**src/fixed_config.svh**
```systemverilog
`ifndef FIXED_CONFIG_SVH
`define FIXED_CONFIG_SVH

// datapath and field widths
`define FX_QUAD_W 128
`define FX_OPC_W 11
`define FX_FMT_W 3
`define FX_ADDR_W 7
`define FX_IMM_W 18
// only the low 10 bits of imm carry the RI10 immediate
`define FX_IMM10_W 10

// instruction formats handled by this unit
`define FX_FMT_RR 3'd0
`define FX_FMT_RI10 3'd4

// register-register opcodes, full 11-bit op field
`define FX_OPC_AH 11'b00011001000
`define FX_OPC_A 11'b00011000000
`define FX_OPC_SFH 11'b00001001000
`define FX_OPC_SF 11'b00001000000
`define FX_OPC_AND 11'b00011000001
`define FX_OPC_OR 11'b00001000001
`define FX_OPC_XOR 11'b01001000001
`define FX_OPC_NAND 11'b00011001001
// compares, byte / halfword / word
`define FX_OPC_CEQB 11'b01111010000
`define FX_OPC_CEQH 11'b01111001000
`define FX_OPC_CEQ 11'b01111000000
`define FX_OPC_CGTB 11'b01001010000
`define FX_OPC_CGTH 11'b01001001000
`define FX_OPC_CGT 11'b01001000000
`define FX_OPC_CLGTB 11'b01011010000
`define FX_OPC_CLGTH 11'b01011001000
`define FX_OPC_CLGT 11'b01011000000

// RI10 opcodes are 8 bits wide
// they arrive zero-extended in the low end of the op field
`define FX_OPC_AHI 8'b00011101
`define FX_OPC_AI 8'b00011100
`define FX_OPC_SFHI 8'b00001101
`define FX_OPC_SFI 8'b00001100
`define FX_OPC_ANDHI 8'b00010101
`define FX_OPC_ANDI 8'b00010100
`define FX_OPC_ORHI 8'b00000101
`define FX_OPC_ORI 8'b00000100
`define FX_OPC_XORHI 8'b01000101
`define FX_OPC_XORI 8'b01000100
// immediate compares
`define FX_OPC_CEQBI 8'b01111110
`define FX_OPC_CEQHI 8'b01111101
`define FX_OPC_CEQI 8'b01111100
`define FX_OPC_CGTBI 8'b01001110
`define FX_OPC_CGTHI 8'b01001101
`define FX_OPC_CGTI 8'b01001100
`define FX_OPC_CLGTBI 8'b01011110
`define FX_OPC_CLGTHI 8'b01011101
`define FX_OPC_CLGTI 8'b01011100

`endif

```
**src/fixed_pkg.sv**
```systemverilog
`include "fixed_config.svh"

package fixed_pkg;

	// one register value, element 0 sits at bit 0 (the msb end)
	typedef logic [0:`FX_QUAD_W-1] quad_t;

	// register file address
	typedef logic [0:`FX_ADDR_W-1] reg_addr_t;

	// decoded operation, FX_NOP also marks a squashed slot
	typedef enum logic [3:0] {
		FX_NOP,
		FX_ADD,
		FX_SUB_FROM,
		FX_AND,
		FX_OR,
		FX_XOR,
		FX_NAND,
		FX_CEQ,
		FX_CGT,
		FX_CLGT
	} fx_op_e;

	// element size, 16 / 8 / 4 elements per quadword
	typedef enum logic [1:0] {
		ES_BYTE,
		ES_HALF,
		ES_WORD
	} elem_size_e;

endpackage

```
**src/fixed_lane_alu.sv**
```systemverilog
module fixed_lane_alu
	import fixed_pkg::*;
(
	input fx_op_e fx_op,
	input elem_size_e elem_size,
	input quad_t ra,
	input quad_t operand_b,
	output quad_t result
);

	// one element of any size, value right aligned in a 32-bit slot
	// bits above the element size are ignored on the way in and zero on the way out
	function automatic logic [31:0] elem_calc(
		input fx_op_e op,
		input elem_size_e size,
		input logic [31:0] a,
		input logic [31:0] b
	);
		logic [31:0] mask;
		logic [31:0] sign_bit;
		logic [31:0] ua;
		logic [31:0] ub;
		logic [31:0] sa;
		logic [31:0] sb;
		logic [31:0] smax;
		logic [31:0] smin;
		logic [31:0] sum;
		logic [31:0] diff;
		logic a_neg;
		logic b_neg;
		logic sum_neg;
		logic diff_neg;
		logic add_ovf;
		logic sub_ovf;
		logic [31:0] r;

		case (size)
			ES_BYTE: mask = 32'h0000_00ff;
			ES_HALF: mask = 32'h0000_ffff;
			default: mask = 32'hffff_ffff;
		endcase
		// top bit of the element
		sign_bit = mask ^ (mask >> 1);

		ua = a & mask;
		ub = b & mask;
		a_neg = |(ua & sign_bit);
		b_neg = |(ub & sign_bit);
		// sign extend to the full slot for the signed compare
		sa = a_neg ? (ua | ~mask) : ua;
		sb = b_neg ? (ub | ~mask) : ub;

		// signed limits, smin kept sign extended so it masks down cleanly
		smax = mask >> 1;
		smin = ~smax;

		// low bits of the wrapped sums are the element-width result
		sum = sa + sb;
		diff = sb - sa;
		sum_neg = |(sum & sign_bit);
		diff_neg = |(diff & sign_bit);

		// add overflows only with like signs and a flipped result sign
		add_ovf = (a_neg == b_neg) && (sum_neg != a_neg);
		// b - a overflows only with unlike signs, result must follow b
		sub_ovf = (a_neg != b_neg) && (diff_neg != b_neg);

		case (op)
			FX_ADD: r = add_ovf ? (a_neg ? smin : smax) : sum;
			FX_SUB_FROM: r = sub_ovf ? (b_neg ? smin : smax) : diff;
			FX_AND: r = ua & ub;
			FX_OR: r = ua | ub;
			FX_XOR: r = ua ^ ub;
			FX_NAND: r = ~(ua & ub);
			FX_CEQ: r = {32{ua == ub}};
			FX_CGT: r = {32{$signed(sa) > $signed(sb)}};
			FX_CLGT: r = {32{ua > ub}};
			// squashed slot, nothing to write
			default: r = '0;
		endcase

		return r & mask;
	endfunction

	always_comb begin
		logic [31:0] lane;

		result = '0;
		lane = '0;
		case (elem_size)
			// 16 byte elements
			ES_BYTE: begin
				for (int i = 0; i < $bits(quad_t) / 8; i++) begin
					lane = elem_calc(fx_op, elem_size, {24'b0, ra[i*8 +: 8]},
						{24'b0, operand_b[i*8 +: 8]});
					result[i*8 +: 8] = lane[7:0];
				end
			end
			// 8 halfword elements
			ES_HALF: begin
				for (int i = 0; i < $bits(quad_t) / 16; i++) begin
					lane = elem_calc(fx_op, elem_size, {16'b0, ra[i*16 +: 16]},
						{16'b0, operand_b[i*16 +: 16]});
					result[i*16 +: 16] = lane[15:0];
				end
			end
			// 4 word elements
			default: begin
				for (int i = 0; i < $bits(quad_t) / 32; i++) begin
					lane = elem_calc(fx_op, elem_size, ra[i*32 +: 32],
						operand_b[i*32 +: 32]);
					result[i*32 +: 32] = lane;
				end
			end
		endcase
	end

endmodule

```
**src/fixed_operand_decode.sv**
```systemverilog
`include "fixed_config.svh"

module fixed_operand_decode
	import fixed_pkg::*;
(
	input logic [`FX_FMT_W-1:0] format,
	input logic [0:`FX_OPC_W-1] op,
	input reg_addr_t rt_addr,
	input quad_t rb,
	input logic [0:`FX_IMM_W-1] imm,
	input logic reg_write,
	input logic branch_taken,
	output fx_op_e fx_op,
	output elem_size_e elem_size,
	output quad_t operand_b,
	output reg_addr_t dest_addr,
	output logic dest_write
);

	fx_op_e rr_op;
	fx_op_e ri_op;
	elem_size_e rr_size;
	elem_size_e ri_size;
	// RI10 opcode is the low 8 bits, the rest of op must be zero
	logic [0:7] ri_opc;
	logic ri_upper_zero;
	logic is_rr;
	logic is_ri10;
	logic slot_ok;
	logic squash;
	// immediate at each element size
	logic [0:`FX_IMM10_W-1] imm10;
	logic [0:7] imm8;
	logic [0:15] imm_half;
	logic [0:31] imm_word;
	quad_t imm_quad;

	assign ri_opc = op[`FX_OPC_W-8:`FX_OPC_W-1];
	assign ri_upper_zero = (op[0:`FX_OPC_W-9] == '0);
	assign is_rr = (format == `FX_FMT_RR);
	assign is_ri10 = (format == `FX_FMT_RI10) && ri_upper_zero;

	// format 0 operation, op 0 (nop) and unknown codes fall to FX_NOP
	always_comb begin
		case (op)
			`FX_OPC_AH, `FX_OPC_A: rr_op = FX_ADD;
			`FX_OPC_SFH, `FX_OPC_SF: rr_op = FX_SUB_FROM;
			`FX_OPC_AND: rr_op = FX_AND;
			`FX_OPC_OR: rr_op = FX_OR;
			`FX_OPC_XOR: rr_op = FX_XOR;
			`FX_OPC_NAND: rr_op = FX_NAND;
			`FX_OPC_CEQB, `FX_OPC_CEQH, `FX_OPC_CEQ: rr_op = FX_CEQ;
			`FX_OPC_CGTB, `FX_OPC_CGTH, `FX_OPC_CGT: rr_op = FX_CGT;
			`FX_OPC_CLGTB, `FX_OPC_CLGTH, `FX_OPC_CLGT: rr_op = FX_CLGT;
			default: rr_op = FX_NOP;
		endcase
	end

	// format 0 element size, logic ops don't care and take word
	always_comb begin
		case (op)
			`FX_OPC_CEQB, `FX_OPC_CGTB, `FX_OPC_CLGTB: rr_size = ES_BYTE;
			`FX_OPC_AH, `FX_OPC_SFH, `FX_OPC_CEQH, `FX_OPC_CGTH,
			`FX_OPC_CLGTH: rr_size = ES_HALF;
			default: rr_size = ES_WORD;
		endcase
	end

	// format 4 operation
	always_comb begin
		case (ri_opc)
			`FX_OPC_AHI, `FX_OPC_AI: ri_op = FX_ADD;
			`FX_OPC_SFHI, `FX_OPC_SFI: ri_op = FX_SUB_FROM;
			`FX_OPC_ANDHI, `FX_OPC_ANDI: ri_op = FX_AND;
			`FX_OPC_ORHI, `FX_OPC_ORI: ri_op = FX_OR;
			`FX_OPC_XORHI, `FX_OPC_XORI: ri_op = FX_XOR;
			`FX_OPC_CEQBI, `FX_OPC_CEQHI, `FX_OPC_CEQI: ri_op = FX_CEQ;
			`FX_OPC_CGTBI, `FX_OPC_CGTHI, `FX_OPC_CGTI: ri_op = FX_CGT;
			`FX_OPC_CLGTBI, `FX_OPC_CLGTHI, `FX_OPC_CLGTI: ri_op = FX_CLGT;
			default: ri_op = FX_NOP;
		endcase
	end

	// format 4 element size, this also sets the immediate replication
	always_comb begin
		case (ri_opc)
			`FX_OPC_CEQBI, `FX_OPC_CGTBI, `FX_OPC_CLGTBI: ri_size = ES_BYTE;
			`FX_OPC_AHI, `FX_OPC_SFHI, `FX_OPC_ANDHI, `FX_OPC_ORHI, `FX_OPC_XORHI,
			`FX_OPC_CEQHI, `FX_OPC_CGTHI, `FX_OPC_CLGTHI: ri_size = ES_HALF;
			default: ri_size = ES_WORD;
		endcase
	end

	// sign extension of imm10, byte forms just take the low 8 bits
	assign imm10 = imm[`FX_IMM_W-`FX_IMM10_W:`FX_IMM_W-1];
	assign imm8 = imm10[`FX_IMM10_W-8:`FX_IMM10_W-1];
	assign imm_half = {{(16-`FX_IMM10_W){imm10[0]}}, imm10};
	assign imm_word = {{(32-`FX_IMM10_W){imm10[0]}}, imm10};

	always_comb begin
		case (ri_size)
			ES_BYTE: imm_quad = {($bits(quad_t)/8){imm8}};
			ES_HALF: imm_quad = {($bits(quad_t)/16){imm_half}};
			default: imm_quad = {($bits(quad_t)/32){imm_word}};
		endcase
	end

	// a slot is live only for a known opcode in a known format
	assign slot_ok = (is_rr && (rr_op != FX_NOP)) || (is_ri10 && (ri_op != FX_NOP));
	// taken branch kills the slot regardless of the opcode
	assign squash = branch_taken || !slot_ok;

	always_comb begin
		if (squash) begin
			fx_op = FX_NOP;
		end else if (is_rr) begin
			fx_op = rr_op;
		end else begin
			fx_op = ri_op;
		end
	end

	always_comb begin
		if (is_rr) begin
			elem_size = rr_size;
		end else begin
			elem_size = ri_size;
		end
	end

	assign operand_b = is_rr ? rb : imm_quad;
	assign dest_addr = squash ? '0 : rt_addr;
	assign dest_write = reg_write && !squash;

endmodule

```
**src/fixed_result_stage.sv**
```systemverilog
module fixed_result_stage
	import fixed_pkg::*;
(
	input logic clk,
	input logic reset,
	input quad_t result,
	input reg_addr_t dest_addr,
	input logic dest_write,
	output quad_t rt_wb,
	output reg_addr_t rt_addr_wb,
	output logic reg_write_wb
);

	// first stage, holds the instruction issued last cycle
	quad_t value_s1;
	reg_addr_t addr_s1;
	logic write_s1;

	// both stages shift every cycle, there is no stall
	always_ff @(posedge clk) begin
		if (reset) begin
			value_s1 <= '0;
			addr_s1 <= '0;
			write_s1 <= 1'b0;
			rt_wb <= '0;
			rt_addr_wb <= '0;
			reg_write_wb <= 1'b0;
		end else begin
			value_s1 <= result;
			addr_s1 <= dest_addr;
			write_s1 <= dest_write;
			// second stage feeds writeback directly
			rt_wb <= value_s1;
			rt_addr_wb <= addr_s1;
			reg_write_wb <= write_s1;
		end
	end

endmodule

```
**src/simple_fixed_unit.sv**
```systemverilog
`include "fixed_config.svh"

module simple_fixed_unit
	import fixed_pkg::*;
(
	input logic clk,
	input logic reset,
	input logic [`FX_FMT_W-1:0] format,
	input logic [0:`FX_OPC_W-1] op,
	input reg_addr_t rt_addr,
	input quad_t ra,
	input quad_t rb,
	input logic [0:`FX_IMM_W-1] imm,
	input logic reg_write,
	input logic branch_taken,
	output quad_t rt_wb,
	output reg_addr_t rt_addr_wb,
	output logic reg_write_wb
);

	// decode to alu
	fx_op_e fx_op;
	elem_size_e elem_size;
	quad_t operand_b;
	// alu and decode to the staging pipe
	quad_t result;
	reg_addr_t dest_addr;
	logic dest_write;

	fixed_operand_decode decode_i (
		.format(format),
		.op(op),
		.rt_addr(rt_addr),
		.rb(rb),
		.imm(imm),
		.reg_write(reg_write),
		.branch_taken(branch_taken),
		.fx_op(fx_op),
		.elem_size(elem_size),
		.operand_b(operand_b),
		.dest_addr(dest_addr),
		.dest_write(dest_write)
	);

	fixed_lane_alu alu_i (
		.fx_op(fx_op),
		.elem_size(elem_size),
		.ra(ra),
		.operand_b(operand_b),
		.result(result)
	);

	// two cycles from issue to writeback
	fixed_result_stage stage_i (
		.clk(clk),
		.reset(reset),
		.result(result),
		.dest_addr(dest_addr),
		.dest_write(dest_write),
		.rt_wb(rt_wb),
		.rt_addr_wb(rt_addr_wb),
		.reg_write_wb(reg_write_wb)
	);

endmodule

```
**config.mk**
```make
export PLATFORM = sky130hd
export DESIGN_NAME = simple_fixed_unit
export DESIGN_NICKNAME = d
export VERILOG_FILES = /design/src/fixed_pkg.sv /design/src/fixed_lane_alu.sv /design/src/fixed_operand_decode.sv /design/src/fixed_result_stage.sv /design/src/simple_fixed_unit.sv
export VERILOG_INCLUDE_DIRS = /design/src
export SDC_FILE = /design/constraint.sdc
export NUM_CORES = 2
export LEC_CHECK = 0
export ABC_AREA = 1
export BUFFER_PORTS_ARGS = -buffer_cell sky130_fd_sc_hd__buf_2
export CORE_ASPECT_RATIO = 1.5
export CORE_UTILIZATION = 55
export CTS_CLUSTER_SIZE = 10
export DETAILED_ROUTE_END_ITERATION = 8
export PLACE_DENSITY_LB_ADDON = 0.08
export SETUP_SLACK_MARGIN = 0.4
export SLEW_MARGIN = 15
export SYNTH_ARGS = -nofsm -noshare
export SYNTH_HDL_FRONTEND = slang
export SYNTH_HIERARCHICAL = 1
export SYNTH_SLANG_ARGS = --single-unit
```
**constraint.sdc**
```tcl
create_clock -name clk -period 16.6 [get_ports clk]
set_input_delay 3.32 -clock clk [delete_from_list [all_inputs] [get_ports clk]]
set_output_delay 3.32 -clock clk [all_outputs]
set_load 0.05 [all_outputs]
```
==> results of run 1 <==
-- kinds of logic after synthesis --
family	count (synthesis)
and+or+nand+nor	6200
buffers and inverters	2084
AOI/OAI and AO/OA	1333
adders and majority gates	592
DFF	272
xor gates and xnor gates	143
muxes	1
-- cell usage after synthesis (all sizes together), types with 2 or more instances --
cell | instances | area [um^2]
dfxtp | 272 | 5450
o2111ai | 21 | 184
o21a | 17 | 128
nor3 | 145 | 756
xnor2 | 26 | 228
fa | 60 | 1200
and2 | 20 | 125
clkinv | 16 | 60.1
o21bai | 54 | 405
a21oi | 658 | 3330
dlygate4sd1 | 2 | 17.5
nand3 | 946 | 4910
o21ai | 366 | 1840
clkbuf | 90 | 345
nor4 | 4 | 25.0
a31oi | 19 | 119
nand4 | 120 | 751
a22oi | 8 | 60.1
o31ai | 5 | 42.5
a21boi | 33 | 248
o22ai | 105 | 657
ha | 532 | 6660
o211ai | 21 | 158
or2 | 21 | 131
a41oi | 2 | 17.5
a211oi | 15 | 128
inv | 1698 | 6380
a21o | 4 | 30.0
nor3b | 5 | 37.5
and3 | 9 | 56.3
a211o | 3 | 26.3
xor2 | 117 | 1020
nor2 | 1276 | 5050
buf | 277 | 1650
nand2 | 3616 | 13700
nand3b | 37 | 278
-- metrics by stage --
step | hold slack [ps] | setup slack (ps) | cells | utilization | instance area, um^2
4_1_cts | 393 | 5220 | 12083 | 0.588 | 59500
3_5_place_dp | 393 | 4610 | 12039 | 0.578 | 58500
3_3_place_gp | 389 | 4700 | 12039 | 0.578 | 58500
2_1_floorplan | 388 | 8840 | 10625 | - | 56200
-- layer usage --
layer,GRT overflow,track usage
met5,0,0.00932
met4,4,0.591
met3,0,0.275
met2,1,0.826
met1,0,0.603
==> out/qor.csv, run 1 <==
stage,metric,value,unit
status,status,stopped before the end,
status,stop_stage,5_1_grt,
status,first-error,[ERROR GRT-0116] Global routing finished with congestion. Check the congestion regions in the DRC Viewer.,
clock_network,cts_hold_buf,0,
grt,grt_max_degree,131,
yosys,synthMuxAreaShare,0.000178,
placement,hpwl,226000,um
clock_network,htree_levels,2,
floorplanning,fp.dieH,394,um
yosys,synth-xor-area-share,0.0223,
yosys,synth-compound-area-share,0.131,
floorplanning,pin_count,435,
clock_network,root_buffer,clkbuf_16,
yosys,synth_top_family_by_area,simple AND/OR/NAND/NOR gates,
yosys,synth_warnings,6,
grt,grt_pass1_wl,451000,um
grt,overflow,5,
yosys,synth_area,56200,um^2
yosys,synth.avg_cell_area,5.29,um^2
yosys,seq_area_frac_synth,0.0968,
floorplanning,initial_core_util,0.555,
clock_network,cts_made_buffers,35,
yosys,async_reset_ff_frac,0,
yosys,synthCells,10625,
yosys,synth_edf_count,0,
yosys,synth_cell_types,64,
placement,gp_congestion,1.22,
floorplanning,chipWidth,263,um
yosys,ys.flop_type,dfxtp_1,
yosys,synthSimpleGateAreaFrac,0.459,
yosys,synth_nets,11516,
clock_network,cts_resized,0,
clock_network,cts.sinks,272,
clock_network,clock_path_buffers,3,
floorplanning,num_rows,143,
yosys,synth_fa_ha_area_frac,0.140,
grt,grt_pass1_vias,72832,
clock_network,cts_setup_buffers,0,
grt,grtUsageTotal,0.577,
yosys,ys_seq_elements,272,
placement,portBuffers,426,
==> run 2, diff against run 1 <==
--- a/config.mk
+++ b/config.mk
@@ -8,12 +8,9 @@
 export LEC_CHECK = 0
 export ABC_AREA = 1
 export BUFFER_PORTS_ARGS = -buffer_cell sky130_fd_sc_hd__buf_2
-export CORE_ASPECT_RATIO = 1.5
-export CORE_UTILIZATION = 55
-export CTS_CLUSTER_SIZE = 10
+export CORE_UTILIZATION = 40
 export DETAILED_ROUTE_END_ITERATION = 8
-export PLACE_DENSITY_LB_ADDON = 0.08
-export SETUP_SLACK_MARGIN = 0.4
+export PLACE_DENSITY_LB_ADDON = 0.15
 export SLEW_MARGIN = 15
 export SYNTH_ARGS = -nofsm -noshare
 export SYNTH_HDL_FRONTEND = slang
==> run 2 against run 1 <==
The flow now finishes, with violations (DRC). Synthesized cell count unchanged. Synthesized area unchanged.
==> out/qor.csv, run 2 <==
stage,metric,value,unit,change
timing,finClkSkew,24.1,ps,
drt,vias_per_cell,5.71,,
floorplanning,core,140000,um^2,
clock_network,htree_levels,2,,unchanged
yosys,synth_nets,11516,,unchanged
floorplanning,chipWidth,377,um,+43%
power,pwr-share-seq,0.178,,
yosys,async_reset_ff_frac,0,,unchanged
grt,overflow,0,,
timing,setup_tns,0,ps,
clock_network,cts_setup_buffers,0,,unchanged
drt,vias,72542,,
timing,post-route-min-period,11600,ps,
yosys,yosysTopAreaCell,nand2_1,,
worst_setup_path,crit_fanout,22,,
clock_network,clock_path_buffers,3,,unchanged
cells_and_area,reg.largest.list,"stage_i/rt_wb x128, stage_i/value_s1 x128",,
grt,antenna_found_initial,38,,
worst_setup_path,startpoint_type,primary input,,
cells_and_area,layout.nets,11673,,
yosys,synth.most_common_cell,nand2_1,,
drt,wirelength,319000,um,
timing,min_period_over_period,0.699,,
placement,gp_congestion,1.06,,-13%
timing,maxSlewViolCount,0,,
yosys,yosys-top-cells-count,"3,584 x nand2_1, 1,656 x inv_1, 1,220 x nor2_1",,
worst_setup_path,worstPathRequired,17140,ps,
status,violations,DRC,,
grt,grt_max_degree,138,,
yosys,ys_seq_elements,272,,unchanged
timing,fmax,86.2,MHz,
yosys,seq_area_frac_synth,0.0968,,unchanged
status,status,"finished, violations left",,
worst_setup_path,crit_type,in2reg,,
power,powerDensity,60.7,nW/um^2,
power,intPower,1710,uW,
yosys,synth_warnings,6,,unchanged
timing,finalHoldViolCount,0,,
power,swShare,0.537,,
timing,rsz0062_at_grt,no,,
hold_path,hp-class,reg2reg,,
yosys,synth_edf_count,0,,unchanged
power,leakagePower,0.0349,uW,
floorplanning,num_rows,137,,-4.2%
floorplanning,dieArea,142000,um^2,
timing,setup_slack,5000,ps,
power,clock_power_share,0.231,,
cells_and_area,syn2layout_area_growth,7.78,%,
grt,grt_pass1_wl,449000,um,
yosys,synth.avg_cell_area,5.29,um^2,unchanged
clock_network,clk_pin_slew_worst_paths,60,ps,
worst_setup_path,crit_slowest_cell,a21oi_2,,
cells_and_area,finish.utilization,0.434,,
timing,tightest_slew,1300,ps,
yosys,synth_area,56200,um^2,unchanged
clock_network,root_buffer,clkbuf_16,,
placement,portBuffers,426,,unchanged
grt,grtUsageTotal,0.430,,
cells_and_area,final_common_cell,nand2_1,,
floorplanning,initial_core_util,0.403,,-0.152
job,cap_violations,0,,
cells_and_area,stdcell_area,60600,um^2,
timing,relSlewSlack,0.133,,
yosys,synthTopCellsByArea,"nand2_1 24%, ha_1 12%, inv_1 11%",,
clock_network,cts_tree,done,,
clock_network,cts_resized,0,,unchanged
floorplanning,pin_count,435,,unchanged
cells_and_area,drive_gt1_frac,0.0710,,
clock_network,clk_latency,650,ps,
timing,setup_viol,0,,
power,switching_power,1980,uW,
clock_network,cts_hold_buf,0,,unchanged
clock_network,cts.sinks,272,,unchanged
worst_setup_path,worstPathArrival,12130,ps,
placement,dp_slack,4920,ps,+316 ps
clock_network,cts_made_buffers,36,,+2.9%
floorplanning,fp.dieH,377,um,-4.2%
power,p_comb_frac,0.591,,
drt,routedWlPerCell,25.1,um,
grt,grt_pass1_vias,65509,,
drt,dr.pass1.iters,9,,
drt,drcViolationCount,1,,
worst_setup_path,endpoint_kind,register,,
yosys,synth_cell_types,64,,unchanged
yosys,ys.flop_type,dfxtp_1,,
yosys,synthCells,10625,,unchanged
worst_setup_path,cp_slowest_stage_delay,940,ps,
drt,final_antenna_net_count,0,,
yosys,synth_top_area_share,0.239,,unchanged
placement,hpwl,247000,um,+9.4%
power,worst_ir_drop_vdd,0.0709,mV,
cells_and_area,mostFrequentLayoutCells,"3,583 x nand2_1, 1,651 x inv_1, 1,209 x nor2_1",,
drt,drt_iter0_drc,9452,,
placement,postPlaceCellArea,59300,um^2,+1.4%
## run 2: through the flow
step | total power, uW | cells | hold WS [ps]
finish | 3680 | 12705 | 397
global route | 3870 | 12687 | 407
CTS | 3610 | 12684 | 395
detailed placement | 2750 | 12620 | 392
global placement | 2740 | 12620 | 389
floorplan | 2030 | 10625 | 388
## run 2: path summary, 6_finish.rpt
kind,start,endpoint,slack [ps],cells past startpoint
max,format[1],stage_i/value_s1[115],5000,31
min,stage_i/value_s1[89],stage_i/rt_wb[89],400,2
min reg2reg,stage_i/value_s1[89],stage_i/rt_wb[89],400,2
max reg2reg,stage_i/value_s1[76],stage_i/rt_wb[76],15590,2
## run 2: power by group through the flow
stage               combinational [uW]  clock [uW]  sequential, uW
floorplan                         1350           0             672
CTS                               2090         867             655
finish                            2180         849             655
detailed placement                2080           0             670
global route                      2330         886             655
global placement                  2070           0             670
## run 2: logic make-up (layout without fill, tap and decap cells)
| group | after synthesis | in the layout | synth area share |
|---|---|---|---|
| DFF | 272 | 272 | 0.0968 |
| xor gates and xnor gates | 143 | 143 | 0.0223 |
| muxes | 1 | 1 | 0.000178 |
| AOI/OAI and AO/OA | 1333 | 1333 | 0.131 |
| other | 0 | 21 | 0 |
| buffers and inverters | 2084 | 2267 | 0.151 |
| adders and majority gates | 592 | 592 | 0.140 |
| and+or+nand+nor | 6200 | 6200 | 0.459 |
## run 2: critical path: cells and delay by family
family	cells	cell delay, ps
AND/OR/NAND/NOR	12	2480
buffers and inverters	11	3130
adder cells (fa/ha/maj)	2	1140
AO/OA/AOI/OAI	6	2020
## run 2: layout make-up
| type | count | area [um^2] |
|---|---|---|
| Inverter | 1714 | 6450 |
| Clock buffer | 42 | 965 |
| Timing Repair Buffer | 489 | 2640 |
| Fill cell | 16116 | 78900 |
| Antenna cell | 21 | 52.6 |
| Multi-Input combinational cell | 8269 | 42400 |
| Clock inverter | 22 | 264 |
| Sequential cell | 272 | 5450 |
| Tap cell | 1876 | 2350 |
## run 2: metal layers
layer  up-vias  part of all wire  global-route usage
met5         -           0.00079                   0
met4        30             0.068               0.263
met3       949              0.12               0.115
met2      4566              0.41               0.631
met1     33530              0.40               0.557
li1      33467                 -                   -
No activity file was read; power rests on OpenSTA's default activity.
